--- src/riscv_isa_pkg.sv ---
`default_nettype none

package riscv_isa_pkg;

   localparam int xlen = 32;  // instruction and immediate width

   typedef logic [4:0] reg_idx_t;
   typedef logic [2:0] funct3_t;
   typedef logic [6:0] funct7_t;

   // major opcodes, instr[6:2]
   typedef enum logic [4:0] {
      opc_load     = 5'b00000,
      opc_misc_mem = 5'b00011,
      opc_op_imm   = 5'b00100,
      opc_auipc    = 5'b00101,
      opc_store    = 5'b01000,
      opc_op       = 5'b01100,
      opc_lui      = 5'b01101,
      opc_branch   = 5'b11000,
      opc_jalr     = 5'b11001,
      opc_jal      = 5'b11011,
      opc_system   = 5'b11100
   } opcode_t;

   // branch group
   localparam funct3_t f3_beq  = 3'b000;
   localparam funct3_t f3_bne  = 3'b001;
   localparam funct3_t f3_blt  = 3'b100;
   localparam funct3_t f3_bge  = 3'b101;
   localparam funct3_t f3_bltu = 3'b110;
   localparam funct3_t f3_bgeu = 3'b111;

   // register-register group, also the muldiv selector
   localparam funct3_t f3_add_sub = 3'b000;
   localparam funct3_t f3_sll     = 3'b001;
   localparam funct3_t f3_slt     = 3'b010;
   localparam funct3_t f3_sltu    = 3'b011;
   localparam funct3_t f3_xor     = 3'b100;
   localparam funct3_t f3_srl_sra = 3'b101;
   localparam funct3_t f3_or      = 3'b110;
   localparam funct3_t f3_and     = 3'b111;

   // register-immediate group
   localparam funct3_t f3_addi      = 3'b000;
   localparam funct3_t f3_slli      = 3'b001;
   localparam funct3_t f3_slti      = 3'b010;
   localparam funct3_t f3_sltiu     = 3'b011;
   localparam funct3_t f3_xori      = 3'b100;
   localparam funct3_t f3_srli_srai = 3'b101;
   localparam funct3_t f3_ori       = 3'b110;
   localparam funct3_t f3_andi      = 3'b111;

   localparam funct7_t funct7_alt    = 7'b0100000;  // sub, sra
   localparam funct7_t funct7_muldiv = 7'b0000001;  // M extension

   // compressed quadrants, instr[1:0]
   localparam logic [1:0] c_opc_c0 = 2'b00;
   localparam logic [1:0] c_opc_c1 = 2'b01;
   localparam logic [1:0] c_opc_c2 = 2'b10;

   localparam funct3_t c2_f3_jr   = 3'b100;  // jr/mv/ebreak/jalr/add
   localparam funct3_t c2_f3_swsp = 3'b110;

   typedef struct packed {
      opcode_t    opcode;
      funct3_t    funct3;
      funct7_t    funct7;
      reg_idx_t   rs1;
      reg_idx_t   rs2;
      reg_idx_t   rd;
      logic [1:0] c_op;
      funct3_t    c_funct3;     // instr[15:13]
      logic       compressed;   // low bits not 2'b11
      logic       bit12;        // splits the c2 jr group
   } instr_fields_t;

endpackage

`default_nettype wire

--- src/decode_ctrl_pkg.sv ---
`default_nettype none

package decode_ctrl_pkg;

   typedef enum logic [4:0] {
      alu_add    = 5'd0,
      alu_sub    = 5'd1,
      alu_sll    = 5'd2,
      alu_slt    = 5'd3,
      alu_sltu   = 5'd4,
      alu_xor    = 5'd5,
      alu_srl    = 5'd6,
      alu_sra    = 5'd7,
      alu_or     = 5'd8,
      alu_and    = 5'd9,
      alu_mul    = 5'd10,
      alu_mulh   = 5'd11,
      alu_mulhsu = 5'd12,
      alu_mulhu  = 5'd13,
      alu_div    = 5'd14,
      alu_divu   = 5'd15,
      alu_rem    = 5'd16,
      alu_remu   = 5'd17
   } alu_op_t;

   typedef enum logic {s1_regval1 = 1'b0, s1_pc = 1'b1} alu_s1_sel_t;
   typedef enum logic [1:0] {s2_regval2 = 2'd0, s2_imm = 2'd1} alu_s2_sel_t;
   typedef enum logic [1:0] {reg_in_alu = 2'd0, reg_in_imm = 2'd1} reg_input_sel_t;

   // stage the execute FSM moves to next
   typedef enum logic [2:0] {
      to_fetch  = 3'd0,
      to_load   = 3'd1,
      to_store  = 3'd2,
      to_branch = 3'd3,
      to_system = 3'd4,
      to_trap   = 3'd5,
      to_dead   = 3'd6
   } exec_stage_t;

   typedef logic [5:0] branch_mask_t;  // beq bne blt bge bltu bgeu, bit 0 first

   typedef struct packed {
      alu_op_t        alu_op;
      alu_s1_sel_t    s1_sel;
      alu_s2_sel_t    s2_sel;
      reg_input_sel_t reg_input_sel;
      exec_stage_t    next_stage;
      logic           wb_from_alu;
      logic           wb_from_imm;
      logic           next_pc_from_alu;
      logic           write_reg;
      branch_mask_t   branch_mask;
   } exec_ctrl_t;

   typedef struct packed {
      riscv_isa_pkg::reg_idx_t                rs1;
      riscv_isa_pkg::reg_idx_t                rs2;
      riscv_isa_pkg::reg_idx_t                rd;
      logic [riscv_isa_pkg::xlen-1:0]         imm;
      riscv_isa_pkg::funct3_t                 funct3;
      exec_ctrl_t                             ctrl;
   } decode_out_t;

endpackage

`default_nettype wire

--- src/instr_fields.sv ---
`timescale 1ns/100ps
`default_nettype none

module instr_fields (
   input  wire [riscv_isa_pkg::xlen-1:0] i_instr,
   output riscv_isa_pkg::instr_fields_t  o_fields
);
   import riscv_isa_pkg::*;

   logic is_c;  // 16-bit encoding

   assign is_c = (i_instr[1:0] != 2'b11);

   // plain slices, valid for 32-bit words
   assign o_fields.opcode   = opcode_t'(i_instr[6:2]);
   assign o_fields.funct3   = i_instr[14:12];
   assign o_fields.funct7   = i_instr[31:25];

   // register indices move for compressed words
   // rs1 and rd share instr[11:7] in the CR format
   assign o_fields.rs1 = is_c ? i_instr[11:7] : i_instr[19:15];
   assign o_fields.rs2 = is_c ? i_instr[6:2]  : i_instr[24:20];
   assign o_fields.rd  = i_instr[11:7];  // same place in both

   assign o_fields.c_op       = i_instr[1:0];   // quadrant
   assign o_fields.c_funct3   = i_instr[15:13];
   assign o_fields.compressed = is_c;
   assign o_fields.bit12      = i_instr[12];    // add/jalr/ebreak vs mv/jr

endmodule

`default_nettype wire

--- src/imm_gen.sv ---
`timescale 1ns/100ps
`default_nettype none

module imm_gen (
   input  wire [riscv_isa_pkg::xlen-1:0] i_instr,
   input  wire riscv_isa_pkg::opcode_t   i_opcode,
   output logic [riscv_isa_pkg::xlen-1:0] o_imm
);
   import riscv_isa_pkg::*;

   // format chosen by opcode, sign always from bit 31
   always_comb begin
      case (i_opcode)
         opc_store:
            o_imm = {{20{i_instr[31]}}, i_instr[31:25], i_instr[11:7]};  // S
         opc_branch:
            o_imm = {{20{i_instr[31]}}, i_instr[7], i_instr[30:25],
                     i_instr[11:8], 1'b0};                              // B, halfword aligned
         opc_lui, opc_auipc:
            o_imm = {i_instr[31:12], 12'b0};                            // U
         opc_jal:
            o_imm = {{12{i_instr[31]}}, i_instr[19:12], i_instr[20],
                     i_instr[30:21], 1'b0};                             // J
         default:
            o_imm = {{20{i_instr[31]}}, i_instr[31:20]};  // I, meaningless for R
      endcase
   end

endmodule

`default_nettype wire

--- src/alu_op_decode.sv ---
`timescale 1ns/100ps
`default_nettype none

module alu_op_decode (
   input  wire riscv_isa_pkg::instr_fields_t i_fields,
   output decode_ctrl_pkg::alu_op_t          o_alu_op
);
   import riscv_isa_pkg::*;
   import decode_ctrl_pkg::*;

   logic alt;     // sub / sra
   logic muldiv;  // M extension row

   assign alt    = (i_fields.funct7 == funct7_alt);
   assign muldiv = (i_fields.funct7 == funct7_muldiv);

   always_comb begin
      o_alu_op = alu_add;  // address calc and everything else
      case (i_fields.opcode)
         opc_op: begin
            case (i_fields.funct3)
               f3_add_sub: o_alu_op = muldiv ? alu_mul : (alt ? alu_sub : alu_add);
               f3_sll:     o_alu_op = muldiv ? alu_mulh   : alu_sll;
               f3_slt:     o_alu_op = muldiv ? alu_mulhsu : alu_slt;
               f3_sltu:    o_alu_op = muldiv ? alu_mulhu  : alu_sltu;
               f3_xor:     o_alu_op = muldiv ? alu_div    : alu_xor;
               f3_srl_sra: o_alu_op = muldiv ? alu_divu : (alt ? alu_sra : alu_srl);
               f3_or:      o_alu_op = muldiv ? alu_rem    : alu_or;
               f3_and:     o_alu_op = muldiv ? alu_remu   : alu_and;
               default:    o_alu_op = alu_add;
            endcase
         end
         opc_op_imm: begin
            case (i_fields.funct3)
               f3_addi:      o_alu_op = alu_add;
               f3_slli:      o_alu_op = alu_sll;
               f3_slti:      o_alu_op = alu_slt;
               f3_sltiu:     o_alu_op = alu_sltu;
               f3_xori:      o_alu_op = alu_xor;
               f3_srli_srai: o_alu_op = i_fields.funct7[5] ? alu_sra : alu_srl;  // imm[10]
               f3_ori:       o_alu_op = alu_or;
               f3_andi:      o_alu_op = alu_and;
               default:      o_alu_op = alu_add;
            endcase
         end
         default: o_alu_op = alu_add;
      endcase
   end

endmodule

`default_nettype wire

--- src/exec_ctrl_decode.sv ---
`timescale 1ns/100ps
`default_nettype none

module exec_ctrl_decode (
   input  wire riscv_isa_pkg::instr_fields_t i_fields,
   input  wire decode_ctrl_pkg::alu_op_t     i_alu_op,
   output decode_ctrl_pkg::exec_ctrl_t       o_ctrl,
   output riscv_isa_pkg::reg_idx_t           o_rs1
);
   import riscv_isa_pkg::*;
   import decode_ctrl_pkg::*;

   branch_mask_t mask;

   // one-hot compare select for branch words
   always_comb begin
      mask = '0;
      if (i_fields.opcode == opc_branch) begin
         case (i_fields.funct3)
            f3_beq:  mask[0] = 1'b1;
            f3_bne:  mask[1] = 1'b1;
            f3_blt:  mask[2] = 1'b1;
            f3_bge:  mask[3] = 1'b1;
            f3_bltu: mask[4] = 1'b1;
            f3_bgeu: mask[5] = 1'b1;
            default: mask    = '0;  // 010/011 not a branch
         endcase
      end
   end

   always_comb begin
      o_ctrl               = '0;  // flags low
      o_ctrl.alu_op        = alu_add;
      o_ctrl.s1_sel        = s1_regval1;
      o_ctrl.s2_sel        = s2_regval2;
      o_ctrl.reg_input_sel = reg_in_alu;
      o_ctrl.next_stage    = to_dead;
      o_ctrl.branch_mask   = mask;
      o_rs1                = i_fields.rs1;

      if (!i_fields.compressed) begin
         case (i_fields.opcode)
            opc_op, opc_op_imm: begin
               o_ctrl.alu_op      = i_alu_op;
               o_ctrl.s2_sel      = (i_fields.opcode == opc_op) ? s2_regval2 : s2_imm;
               o_ctrl.wb_from_alu = 1'b1;  // writeback happens in fetch
               o_ctrl.next_stage  = to_fetch;
            end
            opc_load, opc_store: begin
               o_ctrl.s2_sel     = s2_imm;  // rs1 + offset
               o_ctrl.next_stage = (i_fields.opcode == opc_load) ? to_load : to_store;
            end
            opc_jal, opc_jalr: begin
               o_ctrl.write_reg        = 1'b1;  // link address
               o_ctrl.reg_input_sel    = reg_in_alu;
               o_ctrl.s1_sel           = (i_fields.opcode == opc_jal) ? s1_pc : s1_regval1;
               o_ctrl.s2_sel           = s2_imm;
               o_ctrl.next_pc_from_alu = 1'b1;
               o_ctrl.next_stage       = to_fetch;
            end
            opc_branch: o_ctrl.next_stage = to_branch;  // regval1 vs regval2
            opc_auipc: begin
               o_ctrl.s1_sel      = s1_pc;   // pc + imm
               o_ctrl.s2_sel      = s2_imm;
               o_ctrl.wb_from_alu = 1'b1;
               o_ctrl.next_stage  = to_fetch;
            end
            opc_lui: begin
               o_ctrl.wb_from_imm   = 1'b1;
               o_ctrl.reg_input_sel = reg_in_imm;
               o_ctrl.next_stage    = to_fetch;
            end
            opc_misc_mem: o_ctrl.next_stage = to_fetch;  // fence is a nop here
            opc_system:   o_ctrl.next_stage = to_system;
            default:      o_ctrl.next_stage = to_trap;   // illegal opcode
         endcase
      end else begin
         case (i_fields.c_op)
            c_opc_c0: o_ctrl.next_stage = to_dead;   // no c0 support
            c_opc_c1: o_ctrl.next_stage = to_fetch;  // executes as nop
            c_opc_c2: begin
               case (i_fields.c_funct3)
                  c2_f3_jr: begin
                     if (i_fields.bit12) begin
                        // c.add needs rs2 and rd nonzero
                        if (i_fields.rs2 != '0 && i_fields.rd != '0) begin
                           o_ctrl.wb_from_alu = 1'b1;
                           o_ctrl.next_stage  = to_fetch;
                        end
                     end else if (i_fields.rs2 == '0) begin
                        if (i_fields.rs1 != '0) begin  // c.jr needs rs1 nonzero
                           o_ctrl.write_reg        = 1'b1;
                           o_ctrl.next_pc_from_alu = 1'b1;
                           o_ctrl.next_stage       = to_fetch;
                        end
                     end else begin
                        o_rs1              = '0;  // c.mv is x0 + rs2
                        o_ctrl.wb_from_alu = 1'b1;
                        o_ctrl.next_stage  = to_fetch;
                     end
                  end
                  c2_f3_swsp: o_ctrl.next_stage = to_dead;
                  default:    o_ctrl.next_stage = to_dead;  // slli, lwsp, fp forms
               endcase
            end
            default: o_ctrl.next_stage = to_dead;
         endcase
      end
   end

endmodule

`default_nettype wire

--- src/decode_reg.sv ---
`timescale 1ns/100ps
`default_nettype none

module decode_reg (
   input  wire                             i_clk,
   input  wire                             i_arst_n,
   input  wire decode_ctrl_pkg::decode_out_t i_dec,
   input  wire                             i_valid,
   output logic                            o_ready,
   output decode_ctrl_pkg::decode_out_t    o_dec,
   output logic                            o_valid,
   input  wire                             i_ready
);
   logic full;
   logic load;

   assign o_ready = !full || i_ready;  // free now or draining this cycle
   assign load    = i_valid && o_ready;
   assign o_valid = full;

   always_ff @(posedge i_clk or negedge i_arst_n) begin
      if (!i_arst_n) begin
         full <= 1'b0;
      end else if (load) begin
         full <= 1'b1;  // refill, also back to back
      end else if (i_ready) begin
         full <= 1'b0;  // taken, nothing new
      end
   end

   // payload only
   always_ff @(posedge i_clk) begin
      if (load) begin
         o_dec <= i_dec;
      end
   end

endmodule

`default_nettype wire

--- src/rv_decoder.sv ---
`timescale 1ns/100ps
`default_nettype none

module rv_decoder (
   input  wire                           i_clk,
   input  wire                           i_arst_n,
   input  wire [riscv_isa_pkg::xlen-1:0] i_instr,
   input  wire                           i_valid,
   output logic                          o_ready,
   output decode_ctrl_pkg::decode_out_t  o_dec,
   output logic                          o_valid,
   input  wire                           i_ready
);
   import riscv_isa_pkg::*;
   import decode_ctrl_pkg::*;

   instr_fields_t     fields;
   logic [xlen-1:0]   imm;
   alu_op_t           alu_op;
   exec_ctrl_t        ctrl;
   reg_idx_t          rs1;    // after c.mv override
   decode_out_t       dec;

   instr_fields i_instr_fields (
      .i_instr  (i_instr),
      .o_fields (fields)
   );

   imm_gen i_imm_gen (
      .i_instr  (i_instr),
      .i_opcode (fields.opcode),
      .o_imm    (imm)
   );

   alu_op_decode i_alu_op_decode (
      .i_fields (fields),
      .o_alu_op (alu_op)
   );

   exec_ctrl_decode i_exec_ctrl_decode (
      .i_fields (fields),
      .i_alu_op (alu_op),
      .o_ctrl   (ctrl),
      .o_rs1    (rs1)
   );

   // everything the execute stage needs, in one word
   assign dec = '{rs1: rs1, rs2: fields.rs2, rd: fields.rd, imm: imm,
                  funct3: fields.funct3, ctrl: ctrl};

   decode_reg i_decode_reg (
      .i_clk    (i_clk),
      .i_arst_n (i_arst_n),
      .i_dec    (dec),
      .i_valid  (i_valid),
      .o_ready  (o_ready),
      .o_dec    (o_dec),
      .o_valid  (o_valid),
      .i_ready  (i_ready)
   );

endmodule

`default_nettype wire

--- config.mk ---
export PLATFORM = sky130hd
export DESIGN_NAME = rv_decoder
export DESIGN_NICKNAME = d
export VERILOG_FILES = /design/src/riscv_isa_pkg.sv /design/src/decode_ctrl_pkg.sv /design/src/instr_fields.sv /design/src/imm_gen.sv /design/src/alu_op_decode.sv /design/src/exec_ctrl_decode.sv /design/src/decode_reg.sv /design/src/rv_decoder.sv
export SDC_FILE = /design/constraint.sdc
export NUM_CORES = 1
export LEC_CHECK = 0
export ABC_CLOCK_PERIOD_IN_PS = 1300
export BUFFER_PORTS_ARGS = -buffer_cell sky130_fd_sc_hd__buf_4
export CORE_MARGIN = 8
export CORE_UTILIZATION = 35
export DETAILED_ROUTE_END_ITERATION = 7
export PLACE_DENSITY = 0.66
export SKIP_CTS_REPAIR_TIMING = 1
export SLEW_MARGIN = 20
export SYNTH_ARGS = -nofsm -noshare
export SYNTH_HDL_FRONTEND = slang
export SYNTH_HIERARCHICAL = 1
export SYNTH_SLANG_ARGS = --single-unit
--- constraint.sdc ---
create_clock -name i_clk -period 1.3 [get_ports i_clk]
set_input_delay 0.065 -clock i_clk [delete_from_list [all_inputs] [get_ports i_clk]]
set_output_delay 0.065 -clock i_clk [all_outputs]
set_load 0.02 [all_outputs]
==> results.ini <==
[cts]
path_clk_slew_ns = 0.08
worst_skew_pair_later_pin_latency_ns = 0.34
tritoncts.num_buffers = 9
clockBufferDepth = 2
clock-root-buffer = sky130_fd_sc_hd__clkbuf_8
clkSinkCount = 74
htreeDepth = 3
tritoncts = done

[pwr]
power_density_nw_per_um2 = 1090
comb_power_share = 0.184
total_switching_power_w = 0.00150
sequentialPowerShare = 0.497
internal_power_w = 0.00418
total_leakage_power_nw = 2.19
sw_frac = 0.264
worst_ir_drop_vdd_uv = 560
p_clk_frac = 0.319

[yosys]
number_of_synthesized_register_bits = 74
async_reset_ff_frac = 0.0135
synth_top_area_cell = sky130_fd_sc_hd__edfxtp_1
seq_area_frac_synth = 0.595
yosysTopAreaCellShare = 0.589
avgSynthCellArea_um2 = 12.7
synth.cell_area_um2 = 3720
synth_ff_type = sky130_fd_sc_hd__edfxtp_1
synth_compound_gate_area_share = 0.0840
synth_warnings = 6
unique_cell_type_count_in_the_yosys_netlist = 60
synthCells = 293
synth_top_family_by_area = simple AND/OR/NAND/NOR gates
synthTopCellsByArea = sky130_fd_sc_hd__edfxtp_1 59%, sky130_fd_sc_hd__buf_4 6.5%, sky130_fd_sc_hd__mux2_4 3.6%
post_synth_edffs = 73
synth_simple_gate_area_frac = 0.180
yosys.area_share.adder = 0.00269
synthXorXnorAreaFrac = 0.00470
synthMuxAreaShare = 0.0450

[route]
num_vias = 2737
drt_iter0_markers = 217
avgViaCountPerCell = 4.79
detailedRoute.firstPassIterationCount = 4
final_antenna_net_count = 0
drt_drc_violations_left = 0
wire_per_inst_um = 16.7
wirelength_mm = 9.56

[floorplan]
dieArea_um2 = 14200
initial_core_util = 0.361
core-area_um2 = 10300
die_width_um = 119
top_level_ports = 111
placementRows = 37
floorplan.die.height_um = 119

[worst_setup_path]
cp.arrival_ns = 1.87
cp.required_ns = 1.49
ff2ff_setup_slack_ns = 0.06
timing_worst_setup_path_type = input pin to flop
start_kind = input pin
timing.critical_path.to_type = flop
worstReg2RegStart = i_decode_reg/o_valid
r2r_end = i_decode_reg/o_dec[3]
worstPathMaxFanout = 5
critical_path.endpoint = i_decode_reg/o_dec[7]
worstRegToRegCells = 3
critical_path.startpoint = i_instr[1]

[place]
portBuffers = 110
post-place-ws_ns = -0.779
routabilityCongestion = 0.855
placed_cell_count = 548
dpl.hpwl_mm = 7.30

[cells_and_area]
final_common_cell = sky130_fd_sc_hd__buf_4
layout.cells.most_common_list = 148 x sky130_fd_sc_hd__buf_4, 73 x sky130_fd_sc_hd__edfxtp_1, 30 x sky130_fd_sc_hd__nand2_1
layout-drive-gt1-share = 0.476
layout.cells.non_filler = 571
layout.filler_cells = 920
synthToLayoutAreaGrowth_pct = 39.9
final_net_count = 466
antennaDiodeCount = 0

[global_routing]
busiest_layer = met2
first_global_vias = 2826
met3_usage = 0.0647
gr-usage-met2 = 0.215
grt_antenna_before_repair = 0
grt_overflow = 0
grt_max_degree = 25
grtUsageMet1 = 0.146
grt_use_total = 0.130
global_route_wire_length_before_repair_mm = 14.6

[sta]
timing.final.crit_period_ns = 1.69
finalHoldViolCount = 0
slew_viol_final = 0
total_of_endpoints_with_negative_setup_slack_in_the_final_report = 11
rsz0062_at_grt = yes
timing.final.ws_setup_ns = -0.386
clock.fmax_mhz = 593
fin_worst_hold_slack_ns = 0.000856
fin_worst_skew_ns = 0.00853
final_min_period_over_clock_period = 1.30

[run]
max_cap_viol_count = 0

[hold_path]
timing.hold.worst.class = input pin to flop

[outcome]
failed_checks = setup timing
status = finished with violations

## critical path: stages
cell                      delay (ns)
sky130_fd_sc_hd__buf_8          0.11
sky130_fd_sc_hd__nand2_8        0.08
sky130_fd_sc_hd__mux2_4         0.30
sky130_fd_sc_hd__or4_4          0.57
sky130_fd_sc_hd__nor2_4         0.10
sky130_fd_sc_hd__or4b_4         0.46
sky130_fd_sc_hd__mux2i_1        0.18
## flip-flops by register name, summed over array words and instances (netlist names)
| register | count |
|---|---|
| i_decode_reg/o_dec | 73 |
| i_decode_reg/o_valid | 1 |
## Yosys cell counts (6+ instances only)
master                     instances
sky130_fd_sc_hd__mux2_4            9
sky130_fd_sc_hd__nor3_1            8
sky130_fd_sc_hd__nor2b_1          12
sky130_fd_sc_hd__inv_1             9
sky130_fd_sc_hd__edfxtp_1         73
sky130_fd_sc_hd__a21o_1           10
sky130_fd_sc_hd__buf_4            32
sky130_fd_sc_hd__nor2_1           16
sky130_fd_sc_hd__nand2_1          30
sky130_fd_sc_hd__and2_1            6
sky130_fd_sc_hd__nand3_1           7
## worst min-delay path by stage
stage                      startpoint                     end  depth (start not counted)
after floorplan              i_arst_n    i_decode_reg/o_valid                          0
after global placement       i_arst_n    i_decode_reg/o_valid                          1
after detailed placement     i_arst_n    i_decode_reg/o_valid                          1
after CTS                    i_arst_n    i_decode_reg/o_valid                          1
after global routing      i_instr[27]  i_decode_reg/o_dec[53]                          3
final                     i_instr[18]  i_decode_reg/o_dec[44]                          2
## power groups by stage
stage	logic, W	clock network (W)	registers [W]
after floorplan	0.000395	0	0.00304
after global routing	0.00112	0.00192	0.00284
final	0.00104	0.00181	0.00282
after detailed placement	0.00102	0	0.00288
after global placement	0.00100	0	0.00288
after CTS	0.00102	0.00185	0.00283
## per-stage QoR
| stage | TNS, ns | cell area, µm² | total power, W | util |
|---|---|---|---|---|
| after detailed placement | -10.76 | 4870 | 0.00389 | 0.472 |
| after floorplan | -24.13 | 3770 | 0.00344 | - |
| after global routing | -2.82 | 5210 | 0.00588 | 0.505 |
| after CTS | -3.01 | 5070 | 0.00569 | 0.492 |
| after global placement | -10.18 | 4870 | 0.00388 | 0.472 |
| final | -2.29 | 5210 | 0.00568 | 0.505 |
## cells by family after synthesis
group,count (synthesis)
mux,12
other cells,1
flops,74
compound gates,39
xor+xnor,2
buf+inv,49
fa+ha+maj,1
simple gates,115
## final cells by class
class                   count  area, µm²  share of cell area
clock inverters             7       76.3              0.0147
clock buffers               9        124              0.0238
repair buffers            165       1340               0.257
inverters                   9       33.8             0.00649
well taps                 136        170              0.0327
multi-input cells         171       1250               0.240
flip-flops and latches     74       2220               0.426
## metal layers
metal | vias up | share of wire
li1 | 1326 | -
met1 | 1296 | 0.40
met2 | 107 | 0.48
met3 | 8 | 0.10
met4 | 0 | 0.0091
met5 | - | 0
Power figures use the tool's default switching activity.
